===== config.mk =====
export PLATFORM = sky130hd
export DESIGN_NAME = pool_collect
export DESIGN_NICKNAME = d
export VERILOG_FILES = /design/src/common/img_pkg.sv /design/src/common/pace_pkg.sv /design/src/rtl/pool_collect.sv
export SDC_FILE = /design/constraint.sdc
export NUM_CORES = 1
export LEC_CHECK = 0
export ABC_AREA = 1
export CAP_MARGIN = 20
export CELL_PAD_IN_SITES_DETAIL_PLACEMENT = 1
export CELL_PAD_IN_SITES_GLOBAL_PLACEMENT = 2
export CORE_ASPECT_RATIO = 1.1
export CORE_MARGIN = 4
export CORE_UTILIZATION = 38
export DETAILED_ROUTE_END_ITERATION = 7
export DONT_BUFFER_PORTS = 1
export MAX_ROUTING_LAYER = met4
export PLACE_DENSITY = 0.87
export SLEW_MARGIN = 20
export SYNTH_ARGS = -nofsm -noshare
export SYNTH_HDL_FRONTEND = slang
export SYNTH_SLANG_ARGS = --single-unit

===== constraint.sdc =====
create_clock -name clk -period 2.12 [get_ports clk]
set_clock_uncertainty 0.1 [all_clocks]
set_input_delay 0.424 -clock clk [delete_from_list [all_inputs] [get_ports clk]]
set_output_delay 0.424 -clock clk [all_outputs]
set_load 0.005 [all_outputs]

===== src/common/img_pkg.sv =====
`default_nettype none

package img_pkg;

    localparam int IMG_W       = 28;
    localparam int IMG_H       = 28;
    localparam int TOTAL_BYTES = IMG_W * IMG_H;   // 784
    localparam int POOL_W      = IMG_W / 2;
    localparam int POOL_TOTAL  = (IMG_W / 2) * (IMG_H / 2);   // 196

    localparam int PIX_W  = 8;
    localparam int ADDR_W = 10;
    localparam int SUM_W  = 16;   // 196 * 255 = 49980 fits

    typedef logic [PIX_W-1:0] pixel_t;

    // synthetic test image, wraps at 8 bits
    function automatic pixel_t pattern_pixel(input int row, input int col);
        int val;
        val = row * 9 + col * 7 + row * col;
        return pixel_t'(val);
    endfunction

endpackage

`default_nettype wire


===== src/common/pace_pkg.sv =====
`default_nettype none

package pace_pkg;

    // 12 clocks per pixel
    localparam int CLK_INTERVAL = 11;
    localparam int VLD_PHASE    = 2;   // rom output sampled here
    localparam int CNT_W        = 4;

    // row/column position in the full image
    localparam int POS_W  = 5;
    // pooled pixel count per frame
    localparam int PCNT_W = 8;

endpackage

`default_nettype wire


===== src/rtl/pool_collect.sv =====
`default_nettype none

module pool_collect
    import img_pkg::*;
    import pace_pkg::*;
(
    input  logic             clk,
    input  logic             rst_n,
    input  pixel_t           pool_pix,
    input  logic             pool_vld,
    output logic             frame_done,
    output logic [SUM_W-1:0] frame_sum
);

    logic [PCNT_W-1:0] pix_cnt;
    logic [SUM_W-1:0]  acc;
    logic [SUM_W-1:0]  acc_next;
    logic              last_pix;

    assign acc_next = acc + SUM_W'(pool_pix);
    assign last_pix = pool_vld && (pix_cnt == PCNT_W'(POOL_TOTAL - 1));

    always_ff @(posedge clk or negedge rst_n) begin
        if (!rst_n) begin
            pix_cnt <= '0;
            acc     <= '0;
        end else if (last_pix) begin
            pix_cnt <= '0;   // ready for the next frame
            acc     <= '0;
        end else if (pool_vld) begin
            pix_cnt <= pix_cnt + 1'b1;
            acc     <= acc_next;
        end
    end

    always_ff @(posedge clk or negedge rst_n) begin
        if (!rst_n) begin
            frame_done <= 1'b0;
        end else begin
            frame_done <= last_pix;
        end
    end

    // held until the next frame ends
    always_ff @(posedge clk) begin
        if (last_pix) begin
            frame_sum <= acc_next;
        end
    end

endmodule

`default_nettype wire


# Word-level counts from Yosys, hierarchy flattened
# Index checks and enable logic that the tools add are counted.
# W data, S select, Z words.
# word_totals
output_inout_bits,17
reg_bits,41
# op_classes
eq_ne,1
n_reduce_logical,2
mux,4
add_sub_neg,2
# op_table
operator,count
$mux W16,2
$add A16 B8 Y16,1
$mux W8,2
$add A8 B1 Y8 const B,1
$eq A8 B8 Y1 const B,1
$reduce_bool A2 Y1,1
$logic_and A1 B1 Y1,1

# Depth between registers and ports, before layout
# depth
depth_word,3
depth_mapped,11

# Worst setup path before layout
# No wires, ideal clock.
# synth_path
path_kind,input to register
from,input pool_pix[0]
to,register frame_sum[14] (data pin)
arrival_ps,1644
stages,9
setup_ps,255
slack_ps,121
required_time_ps,1765
cell_sequence,ha_1 > fa_1 > nand2_1 > nand3_1 > nand3_1 > nand2_1 > nand2_1 > nand3_1 > and2_1
# synth_via
elab_chain_len,1
# synth_rtl
element,line,source
from (decl),pool_collect.sv:9,"input pixel_t pool_pix,"
$add A16 B8 Y16,pool_collect.sv:20,assign acc_next = acc + SUM_W'(pool_pix);
via acc_next[14],pool_collect.sv:17,logic [SUM_W-1:0] acc_next;
to (signal assigned),pool_collect.sv:47,frame_sum <= acc_next;
to (decl),pool_collect.sv:12,output logic [SUM_W-1:0] frame_sum
# The timed path passes the listed nets, and every way through them passes these cells.
# A chain may end at the register's enable or synchronous reset.

# Worst setup path after layout
# layout_path
from,register acc[0]
to,register frame_sum[10] (data pin)
# layout_via
elab_chain_len,1
# layout_rtl
element,line,source
from (decl),pool_collect.sv:16,logic [SUM_W-1:0] acc;
from (signal assigned),pool_collect.sv:32,acc <= acc_next;
$add A16 B8 Y16,pool_collect.sv:20,
via acc_next[10],pool_collect.sv:17,
# The timed path passes the listed nets, and every way through them passes these cells.

==> impl_metrics.ini <==
[setup_path]
slowest_stage = dfrtp_1
startpoint_type = flip-flop
r2r_cells = 9
cp_common_cell = nand3_1
timing.critical_path.buf_inv = 0
required_ns = 2.07
worstSetupPathDepth = 9
setup.worst_path.end_class = flip-flop
path_cells = ha_1 -> fa_2 -> nand2_2 -> nand3_1 -> nand3_1 -> nand2_2 -> nand2_1 -> nand3_1 -> and2_1
crit_arrival_ns = 1.91
critPathMaxFanout = 3
path_class = reg -> reg
slowest_delay_ns = 0.39
crit_family = simple AND/OR/NAND/NOR gates
reg2reg_slack_ns = 0.16

[clock_network]
post_cts_buffers = 0
clock-sinks = 41
root_buffer = clkbuf_8
cts_buffer_depth = 2
cts_tree = built
htreeDepth = 2
clk_latency_ns = 0.30
clk_pin_slew_ns = 0.08
cts_buffers = 5

[global_route]
grt_max_degree = 26
grt-ovfl-total = 0
track_usage = 0.162
busiest_layer = met2
antenna_found_initial = 0
grt_util_met2 = 0.279
gr-usage-met1 = 0.183
grt_use_met3 = 0.0387
grt_pass1_wl_mm = 8.48
grt_pass1_vias = 1825

[sta]
tightestPinTransition_ns = 0.303
setup_viol = 0
fmax_mhz = 510
finalCriticalPeriod_ns = 1.96
totalNegativeSetupSlack_ns = 0
finalCritPeriodShare = 0.926
fin_worst_hold_slack_ns = 0.115
relSlewSlack = 0.798
final_hold_viol_count = 0
report.final.slew_viol_count = 0

[layout]
fin_nets = 289
drive_above_1_share = 0.126
syn2layout_area_growth_pct = 9.97
layout.cells.non_filler = 346
insertedDiodeCount = 0
finish.utilization = 0.430

[synth]
synth_cell_types = 33
ys_seq_area_frac = 0.490
syn_nets = 280
syn_inst = 259
synth_area_sq_mm = 0.00226
synth_warnings = 0
synth_seq_cells = 41
syn_avg_cell_area_sq_um = 8.72

[floorplanning]
die_w_um = 81.5
num_rows = 29
boundaryPins = 28
core_area_sq_mm = 0.00577
chipHeight_um = 88.9
start_util = 0.391
die-area_sq_mm = 0.00724

[run_status]
status = finished, final reports clean

[routing]
drtIter0Drc = 38
wl_mm = 4.95
ant_nets = 0
vias_per_cell = 4.82
wl_per_cell_um = 14.3
vias = 1666
drcViolationCount = 0
first_pass_iters = 4

[power]
vdd_drop_max_v = 0.000470
design_power_total_mw = 2.87
power_leakage_nw = 1.27
p_per_area_mw_per_mm2 = 1160

[worst_hold_path]
hp-class = in -> reg
holdPathStages = 1

[job]
drv_cap = 0

[placement]
gp_congestion = 0.771
placed_cells = 336
dp_hpwl_mm = 3.61
port_buffers = 0
==> path summary, 6_finish.rpt <==
| check | to | from |
|---|---|---|
| worst max-delay path | frame_sum[10] | acc[0] |
| worst min-delay path | acc[8] | pool_vld |
| worst max register to register | frame_sum[10] | acc[0] |
| worst min register to register | acc[6] | acc[6] |
| max in group asynchronous | pix_cnt[2] | rst_n |
| min in group asynchronous | acc[3] | rst_n |
==> where the power goes <==
part	total [mW]	switching, mW	internal, mW	leakage (nW)
Sequential	1.25	0.182	1.07	0.456
Clock	0.510	0.276	0.234	0.0461
Combinational	1.11	0.674	0.437	0.766
==> per-stage QoR <==
| stage | cell area [sq um] | setup slack (ns) |
|---|---|---|
| floorplan | 2260 | 0.121 |
| global placement | 2350 | 0.0223 |
| detailed placement | 2350 | -0.0103 |
| CTS | 2470 | 0.0119 |
| global route | 2480 | -0.00261 |
| finish | 2480 | 0.158 |
==> cell usage in the layout, fill, tap and decap left out, types with 5 or more instances in the layout <==
| cell | instances |
|---|---|
| nand2_2 | 8 |
| edfxtp_1 | 16 |
| o21ai_0 | 5 |
| inv_1 | 30 |
| nor2_1 | 12 |
| nand2_1 | 86 |
| ha_1 | 9 |
| dfrtp_1 | 25 |
| clkbuf_8 | 5 |
| nand3_1 | 16 |
| xor2_1 | 8 |
| and2_1 | 6 |
| a21oi_1 | 5 |
| nand3_2 | 5 |
==> routing by layer <==
layer  share of wire  up-vias
met5               0        -
met2            0.50       19
met3           0.032        7
met1            0.45      797
li1                -      843
met4           0.016        0
==> registers in the layout (all words and copies together), names as in the netlist <==
name / cells
acc: 16
frame_done: 1
frame_sum: 16
pix_cnt: 8
==> cell type report <==
cell class / count / area (sq um)
tap: 77 / 96.3
clock buffer: 6 / 72.6
clock inverter: 2 / 12.5
multi-input combinational: 180 / 998
sequential: 41 / 1110
fill: 693 / 3290
timing repair buffer: 4 / 45.0
inverter: 36 / 153
==> Yosys cell counts <==
master	count	area share
a21o_1	1	0.0033
a21oi_1	5	0.011
a31oi_1	1	0.0028
and2_1	6	0.017
and3_1	2	0.0055
buf_2	1	0.0022
buf_6	1	0.0050
bufinv_8	1	0.0078
clkinv_2	1	0.0022
dfrtp_1	25	0.28
edfxtp_1	16	0.21
fa_1	1	0.0089
ha_1	9	0.050
inv_1	30	0.050
inv_2	3	0.0050
inv_4	1	0.0028
nand2_1	89	0.15
nand2_2	5	0.014
nand3_1	17	0.038
nand3_2	4	0.018
nand3b_1	2	0.0066
nand3b_4	1	0.0089
nand4_1	4	0.011
nor2_1	12	0.020
nor2_8	1	0.0089
nor3_1	2	0.0044
nor3_2	1	0.0044
o21a_1	1	0.0033
o21ai_0	5	0.011
o21ai_2	1	0.0039
or2_1	1	0.0028
xnor2_1	1	0.0039
xor2_1	8	0.031
==> timing repair <==
action	4_1_cts	5_1_grt
endpoints found under the hold margin	25	0
setup endpoints to repair	0	4
gates resized for setup	0	5
hold buffers	2	0
==> logic make-up (layout without fill, tap and decap cells) <==
logic type | Yosys count | after routing | synth area share
buffers and inverters | 38 | 48 | 0.0748
DFF | 41 | 41 | 0.490
and+or+nand+nor | 147 | 147 | 0.306
adders and majority gates | 10 | 10 | 0.0587
AOI/OAI and AO/OA | 14 | 14 | 0.0355
xor gates and xnor gates | 9 | 9 | 0.0349
Note: power is estimated with default switching activity, not from simulation.
