### src/common/img_pkg.sv
`default_nettype none

package img_pkg;

    localparam int IMG_W       = 28;
    localparam int IMG_H       = 28;
    localparam int TOTAL_BYTES = IMG_W * IMG_H;   // 784
    localparam int POOL_W      = IMG_W / 2;
    localparam int POOL_TOTAL  = (IMG_W / 2) * (IMG_H / 2);   // 196

    localparam int PIX_W  = 8;
    localparam int ADDR_W = 10;
    localparam int SUM_W  = 16;   // 196 * 255 = 49980 fits

    typedef logic [PIX_W-1:0] pixel_t;

    // synthetic test image, wraps at 8 bits
    function automatic pixel_t pattern_pixel(input int row, input int col);
        int val;
        val = row * 9 + col * 7 + row * col;
        return pixel_t'(val);
    endfunction

endpackage

`default_nettype wire

### src/common/pace_pkg.sv
`default_nettype none

package pace_pkg;

    // 12 clocks per pixel
    localparam int CLK_INTERVAL = 11;
    localparam int VLD_PHASE    = 2;   // rom output sampled here
    localparam int CNT_W        = 4;

    // row/column position in the full image
    localparam int POS_W  = 5;
    // pooled pixel count per frame
    localparam int PCNT_W = 8;

endpackage

`default_nettype wire

### src/rtl/max_pool_2x2.sv
`default_nettype none

module max_pool_2x2
    import img_pkg::*;
    import pace_pkg::*;
(
    input  logic   clk,
    input  logic   rst_n,
    input  pixel_t pix,
    input  logic   pix_vld,
    output pixel_t pool_pix,
    output logic   pool_vld
);

    logic [POS_W-1:0] col;
    logic [POS_W-1:0] row;
    logic [POS_W-2:0] slot;

    pixel_t left_pix;
    pixel_t pair_max;
    pixel_t line_buf [POOL_W];

    logic pair_end;
    logic out_hit;

    assign slot     = col[POS_W-1:1];   // pooled column
    assign pair_end = pix_vld && col[0];
    assign out_hit  = pair_end && row[0];
    assign pair_max = (pix > left_pix) ? pix : left_pix;

    // position of the incoming pixel
    always_ff @(posedge clk or negedge rst_n) begin
        if (!rst_n) begin
            col <= '0;
            row <= '0;
        end else if (pix_vld) begin
            if (col == POS_W'(IMG_W - 1)) begin
                col <= '0;
                if (row == POS_W'(IMG_H - 1)) begin
                    row <= '0;
                end else begin
                    row <= row + 1'b1;
                end
            end else begin
                col <= col + 1'b1;
            end
        end
    end

    always_ff @(posedge clk) begin
        if (pix_vld && !col[0]) begin
            left_pix <= pix;   // first of the pair
        end
    end

    // even rows fill the half-line buffer
    always_ff @(posedge clk) begin
        if (pair_end && !row[0]) begin
            line_buf[slot] <= pair_max;
        end
    end

    // odd rows close the 2x2 window
    always_ff @(posedge clk) begin
        if (out_hit) begin
            pool_pix <= (pair_max > line_buf[slot]) ? pair_max : line_buf[slot];
        end
    end

    always_ff @(posedge clk or negedge rst_n) begin
        if (!rst_n) begin
            pool_vld <= 1'b0;
        end else begin
            pool_vld <= out_hit;
        end
    end

endmodule

`default_nettype wire

### config.mk
export PLATFORM = sky130hd
export DESIGN_NAME = max_pool_2x2
export DESIGN_NICKNAME = d
export VERILOG_FILES = /design/src/common/img_pkg.sv /design/src/common/pace_pkg.sv /design/src/rtl/max_pool_2x2.sv
export SDC_FILE = /design/constraint.sdc
export NUM_CORES = 1
export LEC_CHECK = 0
export ABC_AREA = 1
export ABC_CLOCK_PERIOD_IN_PS = 7500
export BUFFER_PORTS_ARGS = -buffer_cell sky130_fd_sc_hd__buf_2
export CORE_MARGIN = 4
export CORE_UTILIZATION = 50
export DETAILED_ROUTE_END_ITERATION = 10
export PLACE_DENSITY = 0.66
export SLEW_MARGIN = 20
export SYNTH_ARGS = -nofsm -noshare
export SYNTH_HDL_FRONTEND = slang
export SYNTH_SLANG_ARGS = --single-unit
### constraint.sdc
create_clock -name clk -period 7.5 [get_ports clk]
set_input_delay 0.75 -clock clk [delete_from_list [all_inputs] [get_ports clk]]
set_output_delay 0.75 -clock clk [all_outputs]
set_load 0.01 [all_outputs]
Word-level counts from Yosys, hierarchy flattened
Memory sizes are Yosys's and may differ from the RTL's.
Index checks and enable logic that the tools add are counted.
Widths: inputs -> output; s select.
{"block": "classes", "n_eq_ne": 2, "mux": 6, "n_reduce_logical": 7, "add_sub_neg": 2, "order_cmp": 2}
{"cell": "$gt 8x8->1", "n": 2}
{"cell": "$mux 8", "n": 2}
{"cell": "$add 5x1->5 const B", "n": 2}
{"cell": "$eq 5x5->1 const B", "n": 2}
{"cell": "$mux 5", "n": 2}
{"cell": "$logic_and 1x1->1", "n": 4}
{"cell": "$logic_not 1->1", "n": 2}
{"cell": "$mux 1", "n": 2}
{"cell": "$reduce_and 2->1", "n": 1}
{"block": "word_totals", "ramBits": 112, "memories": 1, "wordCells": 25, "out_inout_bits": 9, "reg_bits": 27, "inputBits": 11}
{"memory": "line_buf", "depth": 14, "word_bits": 8, "read_ports": 1, "rd_ports_with_merged_regs": 0, "wr": 1, "line": "max_pool_2x2.sv:21", "text": "pixel_t line_buf [POOL_W];"}

Longest topological paths before layout
{"block": "logic_depth", "word_depth": 4, "ltp_mapped": 23}

Worst setup path after synthesis
Ideal clock, no wire load.
{"block": "synth_path", "path_kind": "input port to flip-flop", "start": "in pix[7]", "end": "reg pool_pix[4], data pin", "t_arrival_ns": 3.021, "path_slack_ns": 4.347, "setup_time_ns": 0.132, "cell_stages": 16, "t_required_ns": 7.368, "path_cell_list": "ha_1 > nand2_1 > nor2_1 > nand4_2 > nand2_2 > nand2_1 > and2_1 > ha_1 > nand2_1 > inv_1 > nand2_1 > nand2_1 > nand2_1 > a21oi_1 > nand3_1 > nand2_1"}
{"block": "synth_via", "elab_chain_len": 4}
{"item": "start, declared", "line": "max_pool_2x2.sv:9", "text": "input pixel_t pix,"}
{"item": "$gt 8x8->1", "line": "max_pool_2x2.sv:29", "text": "assign pair_max = (pix > left_pix) ? pix : left_pix;"}
{"item": "$mux 8", "line": "max_pool_2x2.sv:29"}
{"item": "named net pair_max[3]", "line": "max_pool_2x2.sv:20", "text": "pixel_t pair_max;"}
{"item": "$gt 8x8->1", "line": "max_pool_2x2.sv:66", "text": "pool_pix <= (pair_max > line_buf[slot]) ? pair_max : line_buf[slot];"}
{"item": "$mux 8", "line": "max_pool_2x2.sv:66"}
{"item": "end signal, assigned", "line": "max_pool_2x2.sv:66"}
{"item": "end, declared", "line": "max_pool_2x2.sv:11", "text": "output pixel_t pool_pix,"}
The timed path passes the listed nets, and every way through them passes these cells.
A chain may end at the register's enable or synchronous reset.

Final worst setup path
{"block": "layout_path", "start": "reg col[2]", "end": "reg pool_pix[6], data pin"}
{"block": "layout_via", "elab_chain_len": 3}
{"item": "start, declared", "line": "max_pool_2x2.sv:15", "text": "logic [POS_W-1:0] col;"}
{"item": "start signal, assigned", "line": "max_pool_2x2.sv:45", "text": "col <= col + 1'b1;"}
{"item": "$mem_v2 14x8 (*)"}
{"item": "$gt 8x8->1", "line": "max_pool_2x2.sv:66"}
{"item": "$mux 8 (*)", "line": "max_pool_2x2.sv:66"}
Mark *: on every way between the ends. The rest lies on a longest branch, timed or not.

==> impl_metrics.yaml <==
synth:
  synth_nets: 607
  avgSynthCellArea_um2: 10.8
  yosysUniqueCellTypes: 31
  netlist_instances: 578
  netlist_area_um2: 6250
  synth_seq_area_share_pct: 65.9
  ys_ff_latch: 139
  synth_warnings: 0
floorplan:
  die_x_um: 120
  row_count: 40
  core_area_um2: 12100
  die_area_um2: 14400
  die_height_um: 120
  start_util_pct: 51.6
  ios: 20
clock_network:
  cts_num_sinks: 139
  post-cts-setup-buffers: 0
  numCtsBuffers: 17
  clkLatencyLatePin_ns: 0.42
  cts_tree: "built"
  root_buffer: "clkbuf_16"
  ctsResizeCount: 0
  clockBufferDepth: 2
  clk_pin_slew_ns: 0.06
  cts_hold_buffers: 0
  htree_levels: 4
global_route:
  grtUsageTotal_pct: 20.8
  grt_max_degree: 39
  grt_overflow: 0
  grt_pass1_vias: 4116
  grt_pass1_wl_um: 22200
  grt_antenna_before_repair: 0
place:
  place_hpwl_um: 8970
  dp_slack_ns: 3.58
  dp_cells: 752
  gp_congestion: 0.871
  port-buffer-count: 19
detailed_routing:
  drt-pass1-iter-count: 5
  route.detailed.drc: 0
  drtIter0Drc: 351
  vias_per_cell: 5.24
  post_drt_wl_per_cell_um: 17.6
  ant_nets: 0
  vias: 4109
  drt_wl_total_um: 13800
power_and_ir_drop:
  pwr-share-seq_pct: 37.5
  p_int_uw: 1730
  p_comb_share_pct: 30.9
  max-vdd-ir-drop_v: 0.000276
  pwr-share-clk_pct: 31.6
  p_switching_uw: 959
  netSwitchingFraction_pct: 35.6
  power-per-cell-area_nw_per_um2: 381
  p_leak_uw: 0.00285
layout:
  layout-drive-gt1-share_pct: 11.9
  fillCellCount: 1042
  nNetsFinal: 632
  n_antenna_cell: 0
  area_growth_pct: 13.1
  fin_cells: 784
timing:
  hold_viol: 0
  tightest_slew_ns: 1.03
  max_freq_mhz: 279
  slew_viol_final: 0
  finalWorstSetupSlack_ns: 3.92
  setup_viol: 0
  fin_tns_setup_ns: 0
  rsz0062_at_grt: "false"
  fin_crit_ns: 3.58
  skew_ns: 0.00570
  slew_headroom_pct: 30.8
  whs_ns: 0.184
  finalCritPeriodShare_pct: 47.8
critical_path:
  rrSetupSlack_ns: 3.92
  r2r-end: "pool_pix[6]"
  crit_type: "flop to flop"
  timing.rr.start: "col[2]"
  cp.required_ns: 7.79
  end_kind: "flop"
  startpoint_type: "flop"
  reg2reg_depth: 14
  endpoint: "pool_pix[6]"
  worstPathMaxFanout: 25
  arrival_ns: 3.87
  crit_path_start: "col[2]"
hold_path:
  hold_class: "input port to asynchronous set/reset pin"
job:
  cap_violations: 0
run_status:
  status: "finished clean"
-- worst min-delay path by stage --
stage                   to    from
finish              row[0]   rst_n
floorplan           col[0]   rst_n
detailed placement  row[1]  row[1]
global route        row[0]   rst_n
CTS                 col[0]   rst_n
global placement    row[4]  row[4]
-- registers in the layout, summed over array words and instances (netlist names) --
signal and cells:
pool_pix 8, col 5, left_pix 8, pool_vld 1, row 5, line_buf 112
-- final cells by class --
| type | count | area (µm²) | area share (%) |
|---|---|---|---|
| Sequential cell | 139 | 4120 | 58.3 |
| Tap cell | 168 | 210 | 2.97 |
| Clock inverter | 14 | 170 | 2.41 |
| Clock buffer | 18 | 429 | 6.07 |
| Multi-Input combinational cell | 383 | 1870 | 26.4 |
| Inverter | 40 | 155 | 2.19 |
| Timing Repair Buffer | 22 | 118 | 1.66 |
-- stage by stage --
step	power [µW]	util, %	area (µm²)
floorplan	1660	-	6250
global placement	1830	53.4	6460
detailed placement	1850	53.4	6460
CTS	2710	58.3	7060
global route	2870	58.4	7070
finish	2690	58.4	7070
-- per-layer routing --
metal / vias up / part of all wire, % / track usage, %
met5: - / 0 / 0
met4: 0 / 2.1 / 7.95
met3: 24 / 5.9 / 5.70
met2: 103 / 48 / 33.7
met1: 1963 / 44 / 26.7
li1: 2019 / - / -
-- layout by cell type, fill, tap and decap left out, drive strengths merged --
cell / synthesis / routed
nand2: 201 / 201
edfxtp: 128 / 128
nor2: 45 / 45
inv: 40 / 43
o21ai: 37 / 37
nand3: 33 / 33
a21oi: 24 / 24
buf: 15 / 22
ha: 18 / 18
clkbuf: 1 / 18
dfrtp: 11 / 11
clkinv: 0 / 8
and2: 7 / 7
nor3: 7 / 7
bufinv: 0 / 3
nand4: 3 / 3
a21o: 2 / 2
nor4: 1 / 1
xor2: 1 / 1
nor3b: 1 / 1
mux2: 1 / 1
a221o: 1 / 1
a22oi: 1 / 1
-- logic make-up (layout without fill, tap and decap cells) --
family | count (synthesis) | count (layout) | share of synthesized area (%)
simple gates | 298 | 298 | 20.1
flops | 139 | 139 | 65.9
compound gates | 65 | 65 | 5.40
buf+inv | 56 | 94 | 4.74
fa+ha+maj | 18 | 18 | 3.60
xor+xnor | 1 | 1 | 0.140
mux | 1 | 1 | 0.180
-- cells in the mapped netlist --
| master | instances | area (µm²) |
|---|---|---|
| nor4_1 | 1 | 6.26 |
| clkbuf_2 | 1 | 5.00 |
| edfxtp_1 | 128 | 3840 |
| xor2_1 | 1 | 8.76 |
| buf_6 | 9 | 101 |
| nand2_1 | 198 | 743 |
| a22oi_1 | 1 | 7.51 |
| nand2_2 | 2 | 12.5 |
| mux2_2 | 1 | 11.3 |
| nor3b_2 | 1 | 12.5 |
| a221o_1 | 1 | 10.0 |
| and2_1 | 7 | 43.8 |
| ha_1 | 18 | 225 |
| inv_1 | 37 | 139 |
| nor3_1 | 7 | 35.0 |
| dfrtp_1 | 11 | 275 |
| inv_4 | 2 | 12.5 |
| o21ai_0 | 21 | 105 |
| o21ai_1 | 16 | 80.1 |
| nand3_1 | 33 | 165 |
| nand2_4 | 1 | 11.3 |
| a21o_1 | 2 | 15.0 |
| buf_2 | 4 | 20.0 |
| inv_2 | 1 | 3.75 |
| nor2_2 | 3 | 18.8 |
| a21oi_1 | 24 | 120 |
| nand4_2 | 2 | 25.0 |
| nor2_8 | 1 | 20.0 |
| nor2_1 | 41 | 154 |
| buf_4 | 2 | 15.0 |
| nand4_1 | 1 | 6.26 |
-- critical path, stage by stage, from the launching register on --
cell	delay [ns]
dfrtp_1	0.95
inv_4	0.24
nor2_8	0.39
nand2_1	0.11
nand2_1	0.07
o21ai_0	0.08
nand2_1	0.21
nor2_1	0.06
ha_1	0.28
nand2_1	0.07
nor2_1	0.15
nand2_1	0.09
a21oi_1	0.49
nand3_1	0.15
nand2_1	0.09
-- power groups by stage --
stage,sequential (µW),combinational (µW),clock (µW)
floorplan,1000,661,0
global placement,1020,809,0
detailed placement,1020,830,0
CTS,1010,839,861
global route,1020,954,899
finish,1010,831,850
No activity file was read; power rests on OpenSTA's default activity.
